### src/verilog/iic_bus_pkg.sv
package iic_bus_pkg;

    typedef logic [7:0]  byte_t;       // one byte on the wire
    typedef logic [15:0] word_addr_t;  // eeprom word address
    typedef logic [6:0]  dev_addr_t;   // 7-bit slave address
    typedef logic [6:0]  step_t;       // step count inside a phase

    localparam dev_addr_t SLAVE_ADDR = 7'b1010000;

    // a bit takes four steps
    // data moves on step 4k, scl rises on 4k+1 and falls on 4k+3
    localparam step_t STEPS_PER_BIT = 7'd4;

    // start slot + 8 bits + ack slot
    localparam step_t LAST_STEP_START = 7'd39;

    // 8 bits + ack slot
    localparam step_t LAST_STEP_BYTE = 7'd35;

    // stop condition, then the bus idles high until done
    localparam step_t LAST_STEP_STOP = 7'd16;

    // step_done is registered, so it is raised one step early
    localparam step_t DONE_STEP_START = LAST_STEP_START - 7'd1;
    localparam step_t DONE_STEP_BYTE  = LAST_STEP_BYTE - 7'd1;
    localparam step_t DONE_STEP_STOP  = LAST_STEP_STOP - 7'd1;

endpackage

### src/verilog/iic_cmd_pkg.sv
package iic_cmd_pkg;

    import iic_bus_pkg::*;

    typedef struct packed {
        logic       rh_wl;     // 1 = read
        logic       bit_ctrl;  // 1 = 16-bit word address
        word_addr_t addr;
        byte_t      data_w;
    } iic_cmd_t;

    typedef enum logic [2:0] {
        PH_IDLE,
        PH_SLADDR,   // start + device byte, write
        PH_ADDR_HI,
        PH_ADDR_LO,
        PH_DATA_WR,
        PH_ADDR_RD,  // repeated start + device byte, read
        PH_DATA_RD,
        PH_STOP
    } iic_phase_e;

    typedef struct packed {
        iic_phase_e phase;
        step_t      step;
    } iic_step_t;

endpackage

### src/verilog/iic_cmd_latch.sv
`timescale 1ns/1ps

module iic_cmd_latch (
    input  logic                   dri_clk,
    input  logic                   rst_n,
    input  logic                   iic_exec,
    input  iic_cmd_pkg::iic_cmd_t  iic_cmd,
    input  iic_cmd_pkg::iic_step_t cur,
    output logic [1:0]             cmd_mode,
    output iic_bus_pkg::byte_t     tx_byte
);

    import iic_bus_pkg::*;
    import iic_cmd_pkg::*;

    iic_cmd_t cmd_q;

    always_ff @(posedge dri_clk or negedge rst_n) begin
        if (!rst_n) begin
            cmd_q <= '0;
        end else if (cur.phase == PH_IDLE && iic_exec) begin
            cmd_q <= iic_cmd;  // same edge the sequencer leaves idle
        end
    end

    assign cmd_mode = {cmd_q.rh_wl, cmd_q.bit_ctrl};

    always_comb begin
        case (cur.phase)
            PH_SLADDR:  tx_byte = {SLAVE_ADDR, 1'b0};
            PH_ADDR_HI: tx_byte = cmd_q.addr[15:8];
            PH_ADDR_LO: tx_byte = cmd_q.addr[7:0];
            PH_DATA_WR: tx_byte = cmd_q.data_w;
            PH_ADDR_RD: tx_byte = {SLAVE_ADDR, 1'b1};
            default:    tx_byte = '1;  // nothing to send
        endcase
    end

    // a new command shows up only as the sequencer leaves idle
    a_cmd_hold: assert property (@(posedge dri_clk) disable iff (!rst_n)
        !$stable(cmd_q) |-> cur.phase == PH_SLADDR);

endmodule

### config.mk
export PLATFORM = sky130hd
export DESIGN_NAME = iic_cmd_latch
export DESIGN_NICKNAME = d
export VERILOG_FILES = /design/src/verilog/iic_bus_pkg.sv /design/src/verilog/iic_cmd_pkg.sv /design/src/verilog/iic_cmd_latch.sv
export SDC_FILE = /design/constraint.sdc
export NUM_CORES = 1
export LEC_CHECK = 0
export ABC_AREA = 1
export BUFFER_PORTS_ARGS = -buffer_cell sky130_fd_sc_hd__buf_2
export CORE_MARGIN = 5
export CORE_UTILIZATION = 44
export CTS_CLUSTER_DIAMETER = 30
export DETAILED_ROUTE_END_ITERATION = 8
export PLACE_DENSITY = 0.86
export SYNTH_ARGS = -nofsm -noshare
export SYNTH_HDL_FRONTEND = slang
export SYNTH_SLANG_ARGS = --single-unit
### constraint.sdc
create_clock -name dri_clk -period 1 [get_ports dri_clk]
set_clock_uncertainty 0.2 [all_clocks]
set_input_delay 0.15 -clock dri_clk [delete_from_list [all_inputs] [get_ports dri_clk]]
set_output_delay 0.15 -clock dri_clk [all_outputs]
set_load 0.005 [all_outputs]
==> impl_metrics.yaml <==
run_status:
  status: "finished with violations"
  violations: "setup timing"
critical_path:
  rr_worst_depth: 4
  timing.critical_path.mode_cell: "nand2_1"
  timing.critical_path.fanout_max: 2
  crit_type: "reg -> out"
  r2r-start: "cmd_q[13]"
  destination_of_the_worst_register_to_register_timing_path: "cmd_q[13]"
  worst_path_max_delay_cell: "dfrtp_1"
  worstSetupEndpointType: "output pin"
  max_stage_delay_ns: 0.43
  critical_path_cell_list: "nand4_1, nand2_1, nor2_1, nand2_1, buf_2"
  timing.critical_path.required_ns: 0.65
  cp_data_arrival_time_ns: 1.16
  critPathLaunchType: "flop"
  ff2ff_setup_slack_ns: -0.03
detailed_routing:
  detailroute.via_count: 1370
  antenna_violating_nets_post_route: 0
  wl_met1_um: 1490
  met2RoutedLength_um: 1890
  dr_wl_met3_um: 234
  overall_routed_net_length_um: 3660
  vias_per_cell: 4.55
  detailedRoute.firstIterationViolations: 89
  detail_route.wl_per_cell_um: 12.2
  topRoutingLayerUsed: "met4"
  drtPass1Iterations: 4
  remaining_drc_errors: 0
logic_synthesis:
  syn_avg_cell_area_sq_um: 7.94
  synth.yosys.seq_area_share_pct: 47.6
  async_flop_share_pct: 100
  yosys_register_bits: 26
  post_synth_main_area_contributors: "dfrtp_1 (48%), nor2_1 (13%), inv_1 (7.4%)"
  ys_dominant_reg_cell: "dfrtp_1"
  yosysWarnings: 0
  synthesis.nets: 211
  number_of_enable_type_register_cells_in_the_synthesized_netlist: 0
  synth_cell_type_count: 16
  cell_type_contributing_the_most_total_cell_area_after_synthesis: "dfrtp_1"
  post-synth-top-area-fraction_pct: 47.6
  post_synth_instance_area_sq_mm: 0.00137
  synthCells: 172
cts:
  number_of_h_tree_levels: 1
  cts_tree: "built"
  clkSinkCount: 26
  path_clk_slew_ns: 0.15
  cts_made_buffers: 3
  cts-root-to-sink-buffers: 2
  clk_root_buffer_cell: "clkbuf_4"
  clk-insertion-delay-late_ns: 0.32
flow_run:
  number_of_maximum_capacitance_constraint_violations: 0
layout:
  utilization_pct: 69.1
  final_layout_size_suffix_gt1_share_pct: 40.1
  diodes: 0
  area.growth.synth_to_final_pct: 53.1
  non_filler_cells_final: 301
  nFillCells: 252
  num-nets-final: 297
placement:
  portBuffers: 41
  placedCellCount: 267
  finalWeightedCongestion: 0.869
  place_hpwl_um: 2350
  place_ws_ns: -0.354
die:
  floorplan.initialDensity_pct: 45.1
  placement_rows: 20
  core_region_area_sq_mm: 0.00303
  design.portCount: 49
  floorplan.die.width_um: 65.7
  die_h_um: 65.7
  die_outline_area_sq_mm: 0.00432
timing:
  maxSlewViolCount: 0
  setup_slack_ns: -0.515
  min_period_over_period_pct: 151
  maxClockFrequency_mhz: 660
  timing.max_slew.rel_slack_pct: 77.4
  setup_viol_count_final: 11
  worst_slew_pin_slew_ns: 0.338
  layout_min_cycle_time_ns: 1.51
  report.final.hold_viol_count: 0
  grt_setup_unrepaired: "yes"
grt:
  grt.overflow.total: 0
  number_of_global_route_vias_before_repair: 1408
  track_usage_pct: 18.3
  initial_antenna_violation_count: 0
  largest_net_degree_at_the_start_of_global_routing: 35
  grt_pass1_wl_um: 6070
power:
  power_density_mw_per_mm2: 1390
  final_total_power_mw: 2.92
  power_leakage_nw: 1.12
  vdd_drop_max_mv: 1.62
worst_hold_path:
  timing.hold.worst.class: "in -> async"
==> sequential cells by signal, indices dropped and copies added, names as in the netlist <==
name	cells
cmd_q	24
cmd_mode	2
==> report_power, final <==
part           switching [mW]  internal, mW
registers              0.0928          1.24
logic                   0.391         0.454
clock network           0.328         0.406
total                   0.812          2.10
==> cell families after synthesis <==
| group | count (synthesis) | share of synthesized area, % |
|---|---|---|
| AOI/OAI and AO/OA | 28 | 12.7 |
| DFF | 26 | 47.6 |
| and+or+nand+nor | 82 | 26.2 |
| buffers and inverters | 36 | 13.5 |
==> layout by cell type (no fill, tap or decap) <==
master / synthesis / routed
nor2_1: 48 / 43
buf_2: 0 / 41
dlygate4sd3_1: 0 / 27
dfrtp_1: 26 / 26
nand2_1: 24 / 21
buf_4: 3 / 18
inv_1: 27 / 15
inv_2: 1 / 13
a21oi_1: 17 / 13
o21ai_2: 9 / 9
nor2_2: 0 / 5
a21oi_2: 0 / 4
nand4_1: 3 / 3
nand2_2: 0 / 3
nand3_1: 3 / 3
clkbuf_4: 0 / 3
o21ai_0: 2 / 2
buf_12: 0 / 2
nor2_8: 1 / 1
and2_1: 0 / 1
nand3_2: 1 / 1
nand3_4: 1 / 1
bufinv_16: 0 / 1
buf_6: 5 / 1
==> layer usage <==
layer	track usage, %	vias up
met5	0	-
met2	33.4	46
met4	3.89	0
met3	4.96	6
met1	21.1	627
li1	-	691
==> stage by stage <==
step / instance area (sq um) / hold slack, ns / TNS, ns
finish: 2090 / 0.0671 / -4.31
global route: 2090 / 0.0530 / -5.15
CTS: 2100 / 0.0521 / -4.68
detailed placement: 1720 / -0.0915 / -8.88
global placement: 1720 / -0.0981 / -7.95
floorplan: 1390 / -0.346 / -2.47
==> timing repair <==
item / in CTS / in global routing
setup endpoints to repair: 10 / 12
buffers inserted: 6 / 4
resized for setup: 11 / 10
endpoints found under the hold margin: 52 / 0
hold buffers: 27 / 0
pin swaps: 11 / 7
==> synthesized netlist by cell type, types with 2 or more instances <==
library cell / count
inv_1: 27
nand3_1: 3
o21ai_0: 2
nand2_1: 24
o21ai_2: 9
a21oi_1: 17
nand4_1: 3
buf_6: 5
buf_4: 3
dfrtp_1: 26
nor2_1: 48
==> worst max-delay path, delay by kind of cell, from the launching register on <==
| family | cells | cell delay, ns |
|---|---|---|
| simple gates | 4 | 0.30 |
| flops | 1 | 0.43 |
| buf+inv | 1 | 0.13 |
==> worst max-delay path by stage <==
stage | slack (ns) | startpoint | endpoint | cells past startpoint
3_3_place_gp | -0.31 | cur[9] | tx_byte[0] | 7
3_5_place_dp | -0.35 | cur[9] | tx_byte[4] | 7
2_1_floorplan | -0.1 | cur[8] | cmd_q[0] | 6
5_1_grt | -0.61 | cmd_q[13] | tx_byte[5] | 5
4_1_cts | -0.52 | cmd_q[15] | tx_byte[7] | 5
6_report | -0.51 | cmd_q[15] | tx_byte[7] | 5
==> final cells by class <==
cell class	instances	area [sq um]	share of cell area [%]
tap	44	55.1	2.63
clock buffer	3	22.5	1.08
sequential	26	651	31.1
clock inverter	1	30.0	1.44
inverter	28	105	5.02
timing repair buffer	89	662	31.6
multi-input combinational	110	567	27.1
No activity file was read; power rests on OpenSTA's default activity.
