--- config.mk ---
export PLATFORM = sky130hd
export DESIGN_NAME = iic_sequencer
export DESIGN_NICKNAME = d
export VERILOG_FILES = /design/src/verilog/iic_bus_pkg.sv /design/src/verilog/iic_cmd_pkg.sv /design/src/verilog/iic_sequencer.sv
export SDC_FILE = /design/constraint.sdc
export NUM_CORES = 1
export LEC_CHECK = 0
export BUFFER_PORTS_ARGS = -buffer_cell sky130_fd_sc_hd__buf_4
export CAP_MARGIN = 40
export CORE_AREA = 2 2 39 41
export CTS_CLUSTER_SIZE = 12
export DETAILED_ROUTE_END_ITERATION = 12
export DIE_AREA = 0 0 41 43
export PLACE_DENSITY = 0.66
export SETUP_SLACK_MARGIN = 0.4
export SLEW_MARGIN = 15
export SYNTH_ARGS = -nofsm -noshare
export SYNTH_HDL_FRONTEND = slang
export SYNTH_SLANG_ARGS = --single-unit
export TNS_END_PERCENT = 30
--- constraint.sdc ---
create_clock -name dri_clk -period 1.6 [get_ports dri_clk]
set_input_delay 0.24 -clock dri_clk [delete_from_list [all_inputs] [get_ports dri_clk]]
set_output_delay 0.24 -clock dri_clk [all_outputs]
set_load 0.02 [all_outputs]
--- src/verilog/iic_bus_pkg.sv ---
package iic_bus_pkg;

    typedef logic [7:0]  byte_t;       // one byte on the wire
    typedef logic [15:0] word_addr_t;  // eeprom word address
    typedef logic [6:0]  dev_addr_t;   // 7-bit slave address
    typedef logic [6:0]  step_t;       // step count inside a phase

    localparam dev_addr_t SLAVE_ADDR = 7'b1010000;

    // a bit takes four steps
    // data moves on step 4k, scl rises on 4k+1 and falls on 4k+3
    localparam step_t STEPS_PER_BIT = 7'd4;

    // start slot + 8 bits + ack slot
    localparam step_t LAST_STEP_START = 7'd39;

    // 8 bits + ack slot
    localparam step_t LAST_STEP_BYTE = 7'd35;

    // stop condition, then the bus idles high until done
    localparam step_t LAST_STEP_STOP = 7'd16;

    // step_done is registered, so it is raised one step early
    localparam step_t DONE_STEP_START = LAST_STEP_START - 7'd1;
    localparam step_t DONE_STEP_BYTE  = LAST_STEP_BYTE - 7'd1;
    localparam step_t DONE_STEP_STOP  = LAST_STEP_STOP - 7'd1;

endpackage

--- src/verilog/iic_cmd_pkg.sv ---
package iic_cmd_pkg;

    import iic_bus_pkg::*;

    typedef struct packed {
        logic       rh_wl;     // 1 = read
        logic       bit_ctrl;  // 1 = 16-bit word address
        word_addr_t addr;
        byte_t      data_w;
    } iic_cmd_t;

    typedef enum logic [2:0] {
        PH_IDLE,
        PH_SLADDR,   // start + device byte, write
        PH_ADDR_HI,
        PH_ADDR_LO,
        PH_DATA_WR,
        PH_ADDR_RD,  // repeated start + device byte, read
        PH_DATA_RD,
        PH_STOP
    } iic_phase_e;

    typedef struct packed {
        iic_phase_e phase;
        step_t      step;
    } iic_step_t;

endpackage

--- src/verilog/iic_sequencer.sv ---
`timescale 1ns/1ps

module iic_sequencer (
    input  logic                   dri_clk,
    input  logic                   rst_n,
    input  logic                   iic_exec,
    input  logic                   step_done,
    input  logic [1:0]             cmd_mode,
    output iic_cmd_pkg::iic_step_t cur
);

    import iic_bus_pkg::*;
    import iic_cmd_pkg::*;

    iic_phase_e phase_nxt;
    step_t      last_step;
    logic       rd_mode;
    logic       wide_addr;

    assign rd_mode   = cmd_mode[1];
    assign wide_addr = cmd_mode[0];

    always_comb begin
        case (cur.phase)
            PH_IDLE:               last_step = '0;  // counter parks at zero
            PH_SLADDR, PH_ADDR_RD: last_step = LAST_STEP_START;
            PH_STOP:               last_step = LAST_STEP_STOP;
            default:               last_step = LAST_STEP_BYTE;
        endcase
    end

    always_comb begin
        phase_nxt = cur.phase;
        if (cur.phase == PH_IDLE) begin
            if (iic_exec) begin
                phase_nxt = PH_SLADDR;
            end
        end else if (step_done) begin
            case (cur.phase)
                PH_SLADDR:  phase_nxt = wide_addr ? PH_ADDR_HI : PH_ADDR_LO;
                PH_ADDR_HI: phase_nxt = PH_ADDR_LO;
                PH_ADDR_LO: phase_nxt = rd_mode ? PH_ADDR_RD : PH_DATA_WR;
                PH_ADDR_RD: phase_nxt = PH_DATA_RD;
                PH_DATA_WR: phase_nxt = PH_STOP;
                PH_DATA_RD: phase_nxt = PH_STOP;
                default:    phase_nxt = PH_IDLE;
            endcase
        end
    end

    always_ff @(posedge dri_clk or negedge rst_n) begin
        if (!rst_n) begin
            cur.phase <= PH_IDLE;
            cur.step  <= '0;
        end else begin
            cur.phase <= phase_nxt;
            if (cur.step == last_step) begin
                cur.step <= '0;
            end else begin
                cur.step <= cur.step + 1'b1;
            end
        end
    end

    a_step_range: assert property (@(posedge dri_clk) disable iff (!rst_n)
        cur.step <= last_step);

    // high address byte only for 16-bit commands
    a_hi_mode: assert property (@(posedge dri_clk) disable iff (!rst_n)
        (cur.phase == PH_ADDR_HI && $past(cur.phase) != PH_ADDR_HI) |-> wide_addr);

endmodule
==> results.yml <==
floorplanning:
  ios: 16
  floorplan.die_area_sq_um: 1760
  num_rows: 14
  initial_core_util_pct: 39.8
  core-area_sq_um: 1380
  chipWidth_um: 41
  die_y_um: 43
critical_path:
  start_kind: "flip-flop"
  rr_worst_depth: 5
  reg2reg_from: "cur[8]$_DFFE_PN0P_"
  worstPathCellList: "nand2b_4, xnor2_4, nor4b_4, buf_4, a21oi_1"
  crit_start: "cur[8]$_DFFE_PN0P_"
  cp.buffers_inverters: 1
  cpPeakStageDelay_ns: 0.45
  cp.required_ns: 1.74
  cp_slowest_cell: "dfrtp_2"
  crit_path_end_kind: "flip-flop"
  cp_data_arrival_time_ns: 1.56
  reg2reg_setup_slack_ns: 0.18
  cpLargestDelayFamily: "flip-flops"
  cp_max_fo: 6
  path_class: "flip-flop to flip-flop"
  r2r-end: "cur[2]$_DFF_PN0_"
place:
  dpl.hpwl_um: 826
  portBuffers: 15
  gp_congestion: 0.721
  dpl_cell_area_sq_um: 703
  pre_cts_ws_ns: 0.123
final_layout:
  syn_to_final_growth_pct: 56.8
  drive_gt1_share_pct: 51.2
  largest_reg_flops: 10
  layout_commonest_cell: "buf_4"
  seqCellArea_sq_um: 253
  reg_top3: "cur (10)"
  regMostFlops: "cur"
  fillers: 121
  multi_input_area_sq_um: 333
  design_area_sq_um: 863
  nets: 94
  diodes: 0
  layout_common_cells: "buf_4, dfrtp_1, nand3_1"
synthesis:
  synthDominantCellAreaShare_pct: 45.5
  synth.avg_cell_area_sq_um: 10.2
  ys_warn_count: 0
  postSynthNetCount: 61
  syn_inst: 54
  yosysSeqAreaShare_pct: 45.5
  yosysUniqueCellTypes: 25
  netlist_area_sq_um: 551
  synth.area.top_cells: "dfrtp_1, xnor2_1, a21oi_1, nand3_1, xor2_1"
  yosysTopAreaCell: "dfrtp_1"
  synth-seq-cells: 10
clock_network:
  cts_buffers: 3
  clockRootBuffer: "clkbuf_4"
  clock_sinks: 10
  clk_pin_slew_ns: 0.07
  htreeDepth: 1
  cts_tree: "done"
  clk_path_buf_depth: 2
  clk_latency_ns: 0.26
power:
  powerDensity_nw_per_um2: 2420
  power.internal_mw: 1.20
  total_power_mw: 2.09
  seqPwrFrac_pct: 26.7
  ir_drop_mv: 1.15
  clock_power_share_pct: 8.7
  power.share.combinational_pct: 64.6
  swShare_pct: 42.5
  p_switching_mw: 0.888
  power.leakage_nw: 0.397
detailed_routing:
  topRoutingLayerUsed: "met4"
  antenna_left: 0
  wl_met3_um: 69
  drc: 0
  vias: 510
  routedLengthMet1_um: 569
  firstDrtPassIters: 3
  drtIter0Drc: 6
  route.detailed.wl_per_inst_um: 12.7
  via_per_inst: 5.00
  met2_wirelength_um: 647
  routed_wl_um: 1290
grt:
  grt_pass1_vias: 448
  antenna_found_initial: 0
  gr-total-overflow: 0
  grt_pass1_wl_um: 1900
  grt_start_max_net_pins: 11
  grt_use_total_pct: 15.8
sta:
  fin_skew_ns: 0.00454
  worst_pin_slew_ns: 0.339
  setup_ws_ns: 0.179
  hold_violations: 0
  finalCritPeriodShare_pct: 88.8
  fmax_ghz: 0.704
  fin_tns_setup_ns: 0
  setup_viol: 0
  rsz0062_at_grt: "true"
  layout_min_cycle_time_ns: 1.42
  slew_headroom_pct: 77.4
  finalMaxSlewViolations: 0
worst_hold_path:
  hold_start: "step_done"
  min_to: "cur[9]$_DFFE_PN0P_"
  holdPathStages: 3
  hp-class: "primary input to flip-flop"
outcome:
  status: "complete, no violations"
flow_run:
  drv_cap: 0
## stage by stage
step                      util [%]  hold WS (ns)  std cells
after floorplan                  -       -0.0556         54
after global routing          62.4         0.310        102
after global placement        50.8        0.0760         86
after CTS                     56.2         0.311         96
after detailed placement      50.8        0.0786         86
final                         62.4         0.311        102
## logic make-up (layout without fill, tap and decap cells)
family / Yosys count / in the layout / synth area share (%)
AOI/OAI and AO/OA: 12 / 12 / 12.7
xor gates and xnor gates: 8 / 8 / 12.7
adders and majority gates: 1 / 1 / 2.27
buffers and inverters: 3 / 35 / 4.09
DFF: 10 / 10 / 45.5
muxes: 1 / 1 / 1.82
and+or+nand+nor: 19 / 19 / 20.9
## worst max path at each step
stage | depth (start not counted) | to | slack (ns)
after floorplan | 5 | cur[0]$_DFF_PN0_ | 0.13
after global placement | 4 | cur[4]$_DFF_PN0_ | 0.15
after detailed placement | 4 | cur[2]$_DFF_PN0_ | 0.12
after CTS | 4 | cur[4]$_DFF_PN0_ | 0.18
after global routing | 5 | cur[2]$_DFF_PN0_ | 0.14
final | 5 | cur[2]$_DFF_PN0_ | 0.18
## worst reg2reg max path, stage by stage (launching register included)
cell and delay [ns]:
dfrtp_2 0.45, nand2b_4 0.18, xnor2_4 0.13, nor4b_4 0.27, buf_4 0.20, a21oi_1 0.07
## layout make-up
cell class | instances | share of cell area (%)
multi-input cells | 41 | 38.6
flip-flops and latches | 10 | 29.3
repair buffers | 30 | 26.4
clock buffers | 4 | 3.04
well taps | 16 | 2.32
inverters | 1 | 0.435
## cell usage after synthesis
library cell and count:
and3_1 2, xor2_1 3, o21a_1 1, nor4b_4 1, or3_1 1, o21ai_1 1
xnor2_1 5, mux2i_1 1, nor2_1 3, nor4_1 1, nand3_1 6, nand2_1 2
a21boi_1 1, or2_1 1, o21ai_0 1, a21oi_1 6, clkbuf_4 1, inv_1 1
nand2b_1 1, nor3_1 1, ha_1 1, buf_6 1, o22ai_1 1, a211o_1 1
dfrtp_1 10
## what timing repair did
item / 4_1_cts / 5_1_grt
hold buffers: 1 / 0
hold endpoints to repair: 10 / 0
buffers inserted: 5 / 6
setup endpoints to repair: 8 / 14
gates resized for setup: 1 / 8
cloned: 0 / 0
pin swaps: 2 / 4
## power by group through the flow
stage	combinational [mW]	sequential [mW]	clock [mW]
6_report	1.35	0.557	0.182
5_1_grt	1.45	0.570	0.200
3_3_place_gp	0.987	0.573	0
4_1_cts	1.11	0.548	0.185
2_1_floorplan	0.555	0.702	0
3_5_place_dp	0.987	0.583	0
## layer usage
metal	up-vias	GRT usage [%]
met5	-	0
met4	0	8.00
met3	2	1.57
met2	13	24.1
met1	237	21.4
li1	258	-
No activity file was read; power rests on OpenSTA's default activity.
