`src/verilog/iic_bus_pkg.sv`:
```
package iic_bus_pkg;

    typedef logic [7:0]  byte_t;       // one byte on the wire
    typedef logic [15:0] word_addr_t;  // eeprom word address
    typedef logic [6:0]  dev_addr_t;   // 7-bit slave address
    typedef logic [6:0]  step_t;       // step count inside a phase

    localparam dev_addr_t SLAVE_ADDR = 7'b1010000;

    // a bit takes four steps
    // data moves on step 4k, scl rises on 4k+1 and falls on 4k+3
    localparam step_t STEPS_PER_BIT = 7'd4;

    // start slot + 8 bits + ack slot
    localparam step_t LAST_STEP_START = 7'd39;

    // 8 bits + ack slot
    localparam step_t LAST_STEP_BYTE = 7'd35;

    // stop condition, then the bus idles high until done
    localparam step_t LAST_STEP_STOP = 7'd16;

    // step_done is registered, so it is raised one step early
    localparam step_t DONE_STEP_START = LAST_STEP_START - 7'd1;
    localparam step_t DONE_STEP_BYTE  = LAST_STEP_BYTE - 7'd1;
    localparam step_t DONE_STEP_STOP  = LAST_STEP_STOP - 7'd1;

endpackage

```
`src/verilog/iic_cmd_pkg.sv`:
```
package iic_cmd_pkg;

    import iic_bus_pkg::*;

    typedef struct packed {
        logic       rh_wl;     // 1 = read
        logic       bit_ctrl;  // 1 = 16-bit word address
        word_addr_t addr;
        byte_t      data_w;
    } iic_cmd_t;

    typedef enum logic [2:0] {
        PH_IDLE,
        PH_SLADDR,   // start + device byte, write
        PH_ADDR_HI,
        PH_ADDR_LO,
        PH_DATA_WR,
        PH_ADDR_RD,  // repeated start + device byte, read
        PH_DATA_RD,
        PH_STOP
    } iic_phase_e;

    typedef struct packed {
        iic_phase_e phase;
        step_t      step;
    } iic_step_t;

endpackage

```
`src/verilog/iic_line_driver.sv`:
```
`timescale 1ns/1ps

module iic_line_driver (
    input  logic                   dri_clk,
    input  logic                   rst_n,
    input  iic_cmd_pkg::iic_step_t cur,
    input  iic_bus_pkg::byte_t     tx_byte,
    input  logic                   sda_in,
    output logic                   scl,
    output logic                   sda_out,
    output logic                   sda_oe,
    output logic                   step_done,
    output logic                   iic_done,
    output iic_bus_pkg::byte_t     iic_data_r
);

    import iic_bus_pkg::*;
    import iic_cmd_pkg::*;

    logic  start_ph;   // phase opens with a start or repeated start
    logic  stop_ph;
    logic  read_ph;
    step_t slot;       // bit slot within the phase
    step_t pos;        // step within the slot
    step_t bit_idx;    // 0..7 data, 8 ack
    step_t done_step;
    logic  start_slot;
    logic  cond_step;  // sda may move under high scl here
    byte_t rx_shift;

    assign start_ph   = (cur.phase == PH_SLADDR) || (cur.phase == PH_ADDR_RD);
    assign stop_ph    = cur.phase == PH_STOP;
    assign read_ph    = cur.phase == PH_DATA_RD;
    assign slot       = cur.step / STEPS_PER_BIT;
    assign pos        = cur.step % STEPS_PER_BIT;
    assign bit_idx    = start_ph ? slot - 1'b1 : slot;
    assign start_slot = start_ph && slot == '0;
    assign done_step  = start_ph ? DONE_STEP_START :
                        stop_ph  ? DONE_STEP_STOP  : DONE_STEP_BYTE;
    assign cond_step  = (start_slot && pos == 7'd2) || (stop_ph && cur.step == 7'd3);

    always_ff @(posedge dri_clk or negedge rst_n) begin
        if (!rst_n) begin
            scl        <= 1'b1;
            sda_out    <= 1'b1;
            sda_oe     <= 1'b1;
            step_done  <= 1'b0;
            iic_done   <= 1'b0;
            iic_data_r <= '0;
        end else begin
            step_done <= (cur.phase != PH_IDLE) && (cur.step == done_step);
            iic_done  <= stop_ph && (cur.step == LAST_STEP_STOP);
            if (cur.phase == PH_IDLE) begin
                scl     <= 1'b1;  // bus idle, both lines high
                sda_out <= 1'b1;
                sda_oe  <= 1'b1;
            end else if (stop_ph) begin
                if (cur.step == '0) begin
                    sda_oe  <= 1'b1;
                    sda_out <= 1'b0;
                end
                if (cur.step == 7'd1) begin
                    scl <= 1'b1;
                end
                if (cur.step == 7'd3) begin
                    sda_out <= 1'b1;  // stop
                end
            end else begin
                if (pos == 7'd1) begin
                    scl <= 1'b1;
                end
                if (pos == 7'd3) begin
                    scl <= 1'b0;
                end
                if (pos == '0) begin
                    if (start_slot) begin
                        sda_oe  <= 1'b1;
                        sda_out <= 1'b1;
                    end else if (bit_idx < 7'd8) begin
                        sda_oe <= !read_ph;
                        if (!read_ph) begin
                            sda_out <= tx_byte[3'd7 - bit_idx[2:0]];  // msb first
                        end
                    end else begin
                        sda_oe  <= read_ph;  // nack after read, else release
                        sda_out <= 1'b1;
                    end
                end
                if (start_slot && pos == 7'd2) begin
                    sda_out <= 1'b0;  // start under high scl
                end
                if (read_ph && cur.step == LAST_STEP_BYTE) begin
                    iic_data_r <= rx_shift;
                end
            end
        end
    end

    // read bits taken as scl goes high
    always_ff @(posedge dri_clk) begin
        if (read_ph && pos == 7'd1 && bit_idx < 7'd8) begin
            rx_shift <= {rx_shift[6:0], sda_in};
        end
    end

    a_sda_stable: assert property (@(posedge dri_clk) disable iff (!rst_n)
        (scl && $past(scl) && !$past(cond_step)) |-> sda_out == $past(sda_out));

endmodule

```
`config.mk`:
```
export PLATFORM = sky130hd
export DESIGN_NAME = iic_line_driver
export DESIGN_NICKNAME = d
export VERILOG_FILES = /design/src/verilog/iic_bus_pkg.sv /design/src/verilog/iic_cmd_pkg.sv /design/src/verilog/iic_line_driver.sv
export SDC_FILE = /design/constraint.sdc
export NUM_CORES = 1
export LEC_CHECK = 0
export BUFFER_PORTS_ARGS = -buffer_cell sky130_fd_sc_hd__buf_4
export CAP_MARGIN = 20
export CORE_ASPECT_RATIO = 0.9
export CORE_MARGIN = 2
export CORE_UTILIZATION = 46
export CTS_CLUSTER_SIZE = 25
export DETAILED_ROUTE_END_ITERATION = 16
export PLACE_DENSITY_LB_ADDON = 0.1
export SYNTH_ARGS = -nofsm -noshare
export SYNTH_HDL_FRONTEND = slang
export SYNTH_SLANG_ARGS = --single-unit
```
`constraint.sdc`:
```
create_clock -name dri_clk -period 0.8 [get_ports dri_clk]
set_input_delay 0.08 -clock dri_clk [delete_from_list [all_inputs] [get_ports dri_clk]]
set_output_delay 0.08 -clock dri_clk [all_outputs]
set_load 0.05 [all_outputs]
```
==> results of run 1 <==
## state kept, by name, indices dropped and copies added, names as in the netlist
name,cells
scl,1
iic_data_r,8
sda_oe,1
rx_shift,8
sda_out,1
iic_done,1
step_done,1
## metal layers
metal | vias to the layer above | part of all wire | track usage
met5 | - | 0 | 0
met4 | 0 | 0.0025 | 0.0152
met3 | 2 | 0.049 | 0.0433
met2 | 35 | 0.51 | 0.366
met1 | 575 | 0.44 | 0.280
li1 | 568 | - | -
## cells by family after synthesis
group | share of synthesized area
adder cells (fa/ha/maj) | 0.0197
XOR/XNOR | 0.0207
AND/OR/NAND/NOR | 0.185
AO/OA/AOI/OAI | 0.130
buffers and inverters | 0.0453
multiplexers | 0.151
flip-flops | 0.448
## cells in the final DEF, fill, tap and decap left out, types with 3 or more instances in the layout
cell type | netlist | routed
buf_8 | 0 | 5
nor2_1 | 15 | 11
dfrtp_1 | 10 | 10
nor2_4 | 0 | 4
xnor2_1 | 3 | 3
clkbuf_4 | 0 | 3
a21oi_1 | 5 | 4
edfxtp_1 | 8 | 8
mux2i_1 | 3 | 3
buf_6 | 2 | 19
nand2_1 | 11 | 8
mux2_2 | 9 | 8
buf_4 | 0 | 40
dfstp_2 | 3 | 3
## Yosys cell counts (2+ instances only)
cell type   n
edfxtp_1    8
o21ai_0     3
o21ai_1     2
mux2_2      9
nor2b_1     2
nor4_1      2
buf_2       4
dfstp_2     3
xnor2_1     3
dfrtp_1    10
buf_6       2
ha_1        2
inv_1       4
mux2i_1     3
nand2_1    11
and3_1      2
nand3_1     2
nor2_1     15
a21oi_1     5
nor3_1      3
## critical path, delay by kind of cell
kind | cells | cell delay, ns
compound gates | 4 | 0.69
fa+ha+maj | 1 | 0.27
buf+inv | 2 | 0.12
mux | 1 | 0.29
simple gates | 1 | 0.17
## per-stage QoR
stage	hold WS, ns	power (mW)	util	setup WS (ns)	cell area (sq um)
after global routing	0.0949	2.70	0.777	-0.617	2080
after floorplan	-0.216	1.68	-	-0.879	1420
after CTS	0.114	2.56	0.767	-0.591	2050
after global placement	-0.0690	1.95	0.687	-0.933	1840
final	0.119	2.58	0.777	-0.590	2080
after detailed placement	-0.0694	1.97	0.687	-1.01	1840
## what timing repair did
item,4_1_cts,5_1_grt
gates resized for setup,34,12
pin swaps,8,11
buffers inserted,5,5
endpoints found under the setup margin,32,33
endpoints found under the hold margin,14,0
hold buffers,2,0
## layout make-up
type | count | share of cell area
timing repair buffer | 67 | 0.302
tap | 30 | 0.0180
sequential | 21 | 0.273
clock buffer | 3 | 0.0108
clock inverter | 1 | 0.00240
inverter | 4 | 0.0108
multi-input combinational | 87 | 0.383
## power groups by stage
stage	combinational, mW	clock (mW)	sequential, mW
finish	0.881	0.490	1.20
floorplan	0.336	0	1.34
global placement	0.744	0	1.21
global route	0.942	0.550	1.21
detailed placement	0.757	0	1.21
CTS	0.859	0.500	1.20
## how the worst max path moves through the flow
stage,start,endpoint,slack (ns),cells after the start
final,cur[2],sda_out$_DFFE_PN1P_,-0.59,9
after CTS,cur[2],sda_out$_DFFE_PN1P_,-0.59,9
after global routing,cur[2],sda_out$_DFFE_PN1P_,-0.62,9
after detailed placement,cur[2],sda_out$_DFFE_PN1P_,-1.01,9
after global placement,cur[2],sda_out$_DFFE_PN1P_,-0.93,9
after floorplan,cur[3],sda_out$_DFFE_PN1P_,-0.88,9
==> reports/results.ini, run 1 <==
[clocking]
cts_buffers=3
cts_root_buf=clkbuf_4
cts.clk_slew.worst_paths_ns=0.10
cts_max_level=1
clockBufferDepth=2
cts_tree=done
worstSkewPairLatency_ns=0.30
cts.sinks=21

[layout]
area_growth_pct=64.0
fillCellCount=185
antenna_cells=0
seq_area_sq_um=569
drive_gt1_frac=0.596
final_cells=213
multi_input_area_sq_um=797
layout.nets=207

[grt]
grt-ovfl-total=0
grt_pass1_wl_um=5010
grt_max_degree=14
grt_pass1_vias=1159
antenna_found_initial=0
grt_use_total=0.210

[run]
cap_violations=0

[synthesis]
postSynthCellCount=118
synth_flop_cell=dfrtp_1
async_reset_ff_frac=0.619
synth-seq-cells=21
yosysSeqAreaShare=0.448
synth.largest_area_cell=dfrtp_1
netlist_area_sq_mm=0.00127
netlist_top_cells_area=dfrtp_1 20%, edfxtp_1 19%, mux2_2 8.0%
yosysUniqueCellTypes=43
synth_edf_count=8
yosysTopAreaCellShare=0.197
yosysWarningCount=0
syn-num-nets=141
avgSynthCellArea_sq_um=10.8

[worst_setup_path]
crit_type=in2reg
arrival_ns=1.63
r2r-end=iic_data_r[3]$_DFFE_PN0P_
cp.required_ns=1.04
crit_chain=buf_12 > inv_4 > ha_4 > mux2_4 > and3_4 > o21ai_2 > o2111ai_2 > a211o_1 > a32o_1
rrSetupSlack_ns=-0.10
startpoint_type=input port
max_stage_delay_ns=0.29
reg2reg_from=iic_data_r[3]$_DFFE_PN0P_
ff2ff_path_depth=2
crit_fanout=6
slowest_stage=mux2_4
endpoint_kind=flop

[timing]
rsz0062_at_grt=yes
fin_crit_sh=1.74
max_freq_mhz=719
period_needed_ns=1.39
slew_viol_final=0
tns_ns=-8.70
tightestPinTransition_ns=0.539
fin_skew_ns=0.00727
slew-limit-headroom=0.638
setup_viol=31
hold_viol=0
fin_ws_ns=-0.590

[floorplan]
die_height_um=53.8
ios=34
rows=18
die_area_sq_mm=0.00320
start_util=0.474
die_w_um=59.4
coreArea_sq_mm=0.00268

[placed_design]
place_inst=203
gp_congestion=0.807
dp.final_hpwl_um=2390
port_buffers=33

[worst_hold_path]
worstHoldStart=cur[4]
holdPathEnd=iic_done$_DFF_PN0_
min_path_type=in2reg
min_path_cells=2

[routing]
via_count=1180
wl_per_cell_um=14.9
drc=0
wl_um=3180
route.antenna.remaining_nets=0
drtIter0Drc=27
drtPass1Iterations=4
vias_per_cell=5.54

[run_status]
status=finished with violations
violations=negative setup slack

[pwr]
p_leak_nw=0.920
powerDensity_mw_per_mm2=1240
clkPwrFrac=0.190
power_frac_seq=0.468
combinationalPowerShare=0.342
switching_share=0.298
p_int_mw=1.81
p_sw_mw=0.769
peakVddDrop_mv=1.69

No activity file was read; power rests on OpenSTA's default activity.
==> run 2: changes to the inputs <==
==> constraint.sdc (replaced) <==
create_clock -name dri_clk -period 0.8 [get_ports dri_clk]
set_input_delay 0.08 -clock dri_clk [delete_from_list [all_inputs] [get_ports dri_clk]]
set_output_delay 0.08 -clock dri_clk [all_outputs]
set_load 0.005 [all_outputs]
==> run 2 against run 1 <==
The run still ends with negative setup slack left. Power fell by 5.3%. Hold slack better by 0.0092 ns. Via count rose by 4.5%. Sequential cell count did not move. Largest cell class unchanged.
==> reports/results.ini, run 2 (synthesis gave the netlist of run 1 again) <==
[run_status]
status=finished with violations
violations=negative setup slack

[routing]
via_count=1233
vias_per_cell=5.66
drc=0
drtPass1Iterations=4
wl_um=3210
wl_per_cell_um=14.7
drtIter0Drc=36
route.antenna.remaining_nets=0

[timing]
tightestPinTransition_ns=0.401
hold_viol=0
fin_ws_ns=-0.597
period_needed_ns=1.40
slew_viol_final=0
setup_viol=32
rsz0062_at_grt=yes
fin_skew_ns=0.00636
max_freq_mhz=716
tns_ns=-7.78
slew-limit-headroom=0.726
fin_crit_sh=1.75

[grt]
antenna_found_initial=0
grt_pass1_vias=1147
grt_pass1_wl_um=5110
grt_use_total=0.219
grt-ovfl-total=0
grt_max_degree=14

[worst_setup_path]
path_delay_family=compound AO/OA/AOI/OAI gates
crit_buf_inv=2
startpoint_type=input port
slowest_stage=mux2_4
max_stage_delay_ns=0.30
endpoint_kind=flop
arrival_ns=1.63
crit_chain=buf_8 > inv_6 > ha_4 > mux2_4 > and3_4 > o21ai_2 > o2111ai_2 > a211o_1 > a32o_1
cp.required_ns=1.04
crit_type=in2reg
crit_fanout=4

[floorplan]
coreArea_sq_mm=0.00268
die_area_sq_mm=0.00320
start_util=0.474
ios=34
die_w_um=59.4
die_height_um=53.8
rows=18

[layout]
final_cell_mix=46 x buf_4, 21 x buf_6, 11 x nor2_1
antenna_cells=0
top_regs=iic_data_r (8), rx_shift (8)
layout.nets=212
mostFrequentLayoutCell=buf_4
design_area_sq_mm=0.00211
drive_gt1_frac=0.601
area_growth_pct=66.5

[pwr]
totalPowerFinal_mw=2.44
peakVddDrop_mv=1.20
powerDensity_mw_per_mm2=1150
p_leak_nw=0.938

[clocking]
worstSkewPairLatency_ns=0.30
cts.clk_slew.worst_paths_ns=0.10
clockBufferDepth=2
cts_buffers=3
cts_tree=done
cts_max_level=1
cts.sinks=21
cts_root_buf=clkbuf_4

[placed_design]
dp.final_hpwl_um=2420
place_ws_ns=-1.01
gp_congestion=0.808
port_buffers=33
post_dp_cell_area_sq_mm=0.00185

[worst_hold_path]
min_path_type=in2reg

[run]
cap_violations=0

-- run 2: metrics by stage --
stage	hold slack, ns	util	cells
floorplan	-0.216	-	118
global placement	-0.0691	0.690	204
detailed placement	-0.0662	0.690	204
CTS	0.122	0.769	218
global route	0.107	0.789	218
finish	0.129	0.789	218
-- run 2: cell type report --
| cell class | instances | area (sq um) |
|---|---|---|
| Tap cell | 30 | 37.5 |
| Timing Repair Buffer | 72 | 652 |
| Clock buffer | 4 | 26.3 |
| Inverter | 4 | 25.0 |
| Multi-Input combinational cell | 87 | 805 |
| Fill cell | 185 | 566 |
| Sequential cell | 21 | 569 |
-- run 2: per-layer routing --
layer  share of wire  wire (um)  GRT usage
met1            0.41       1330      0.263
met2            0.51       1620      0.374
met3           0.053        169     0.0601
met4           0.027         87     0.0871
met5               0          0          0
-- run 2: where the power goes --
part | switching, mW | internal [mW] | total (mW)
Combinational | 0.313 | 0.440 | 0.753
Sequential | 0.0286 | 1.17 | 1.20
Clock | 0.293 | 0.194 | 0.488
-- run 2: final timing paths --
| check | from | to | slack (ns) | depth (start not counted) |
|---|---|---|---|---|
| max | cur[3] | sda_out$_DFFE_PN1P_ | -0.60 | 9 |
| min | cur[4] | iic_done$_DFF_PN0_ | 0.13 | 2 |
| max reg2reg | rx_shift[1]$_DFFE_PP_ | iic_data_r[1]$_DFFE_PN0P_ | -0.02 | 1 |
| min reg2reg | rx_shift[4]$_DFFE_PP_ | rx_shift[5]$_DFFE_PP_ | 0.45 | 0 |
| max in group asynchronous | rst_n | sda_out$_DFFE_PN1P_ | 0.41 | 2 |
| min in group asynchronous | rst_n | iic_data_r[6]$_DFFE_PN0P_ | 0.15 | 2 |
-- run 2: repair_timing --
action | 4_1_cts | 5_1_grt
pin swaps | 9 | 11
setup buffers | 8 | 1
endpoints found under the hold margin | 14 | 0
resized for setup | 28 | 11
endpoints found under the setup margin | 32 | 33
hold buffers | 2 | 0
gates cloned | 0 | 0
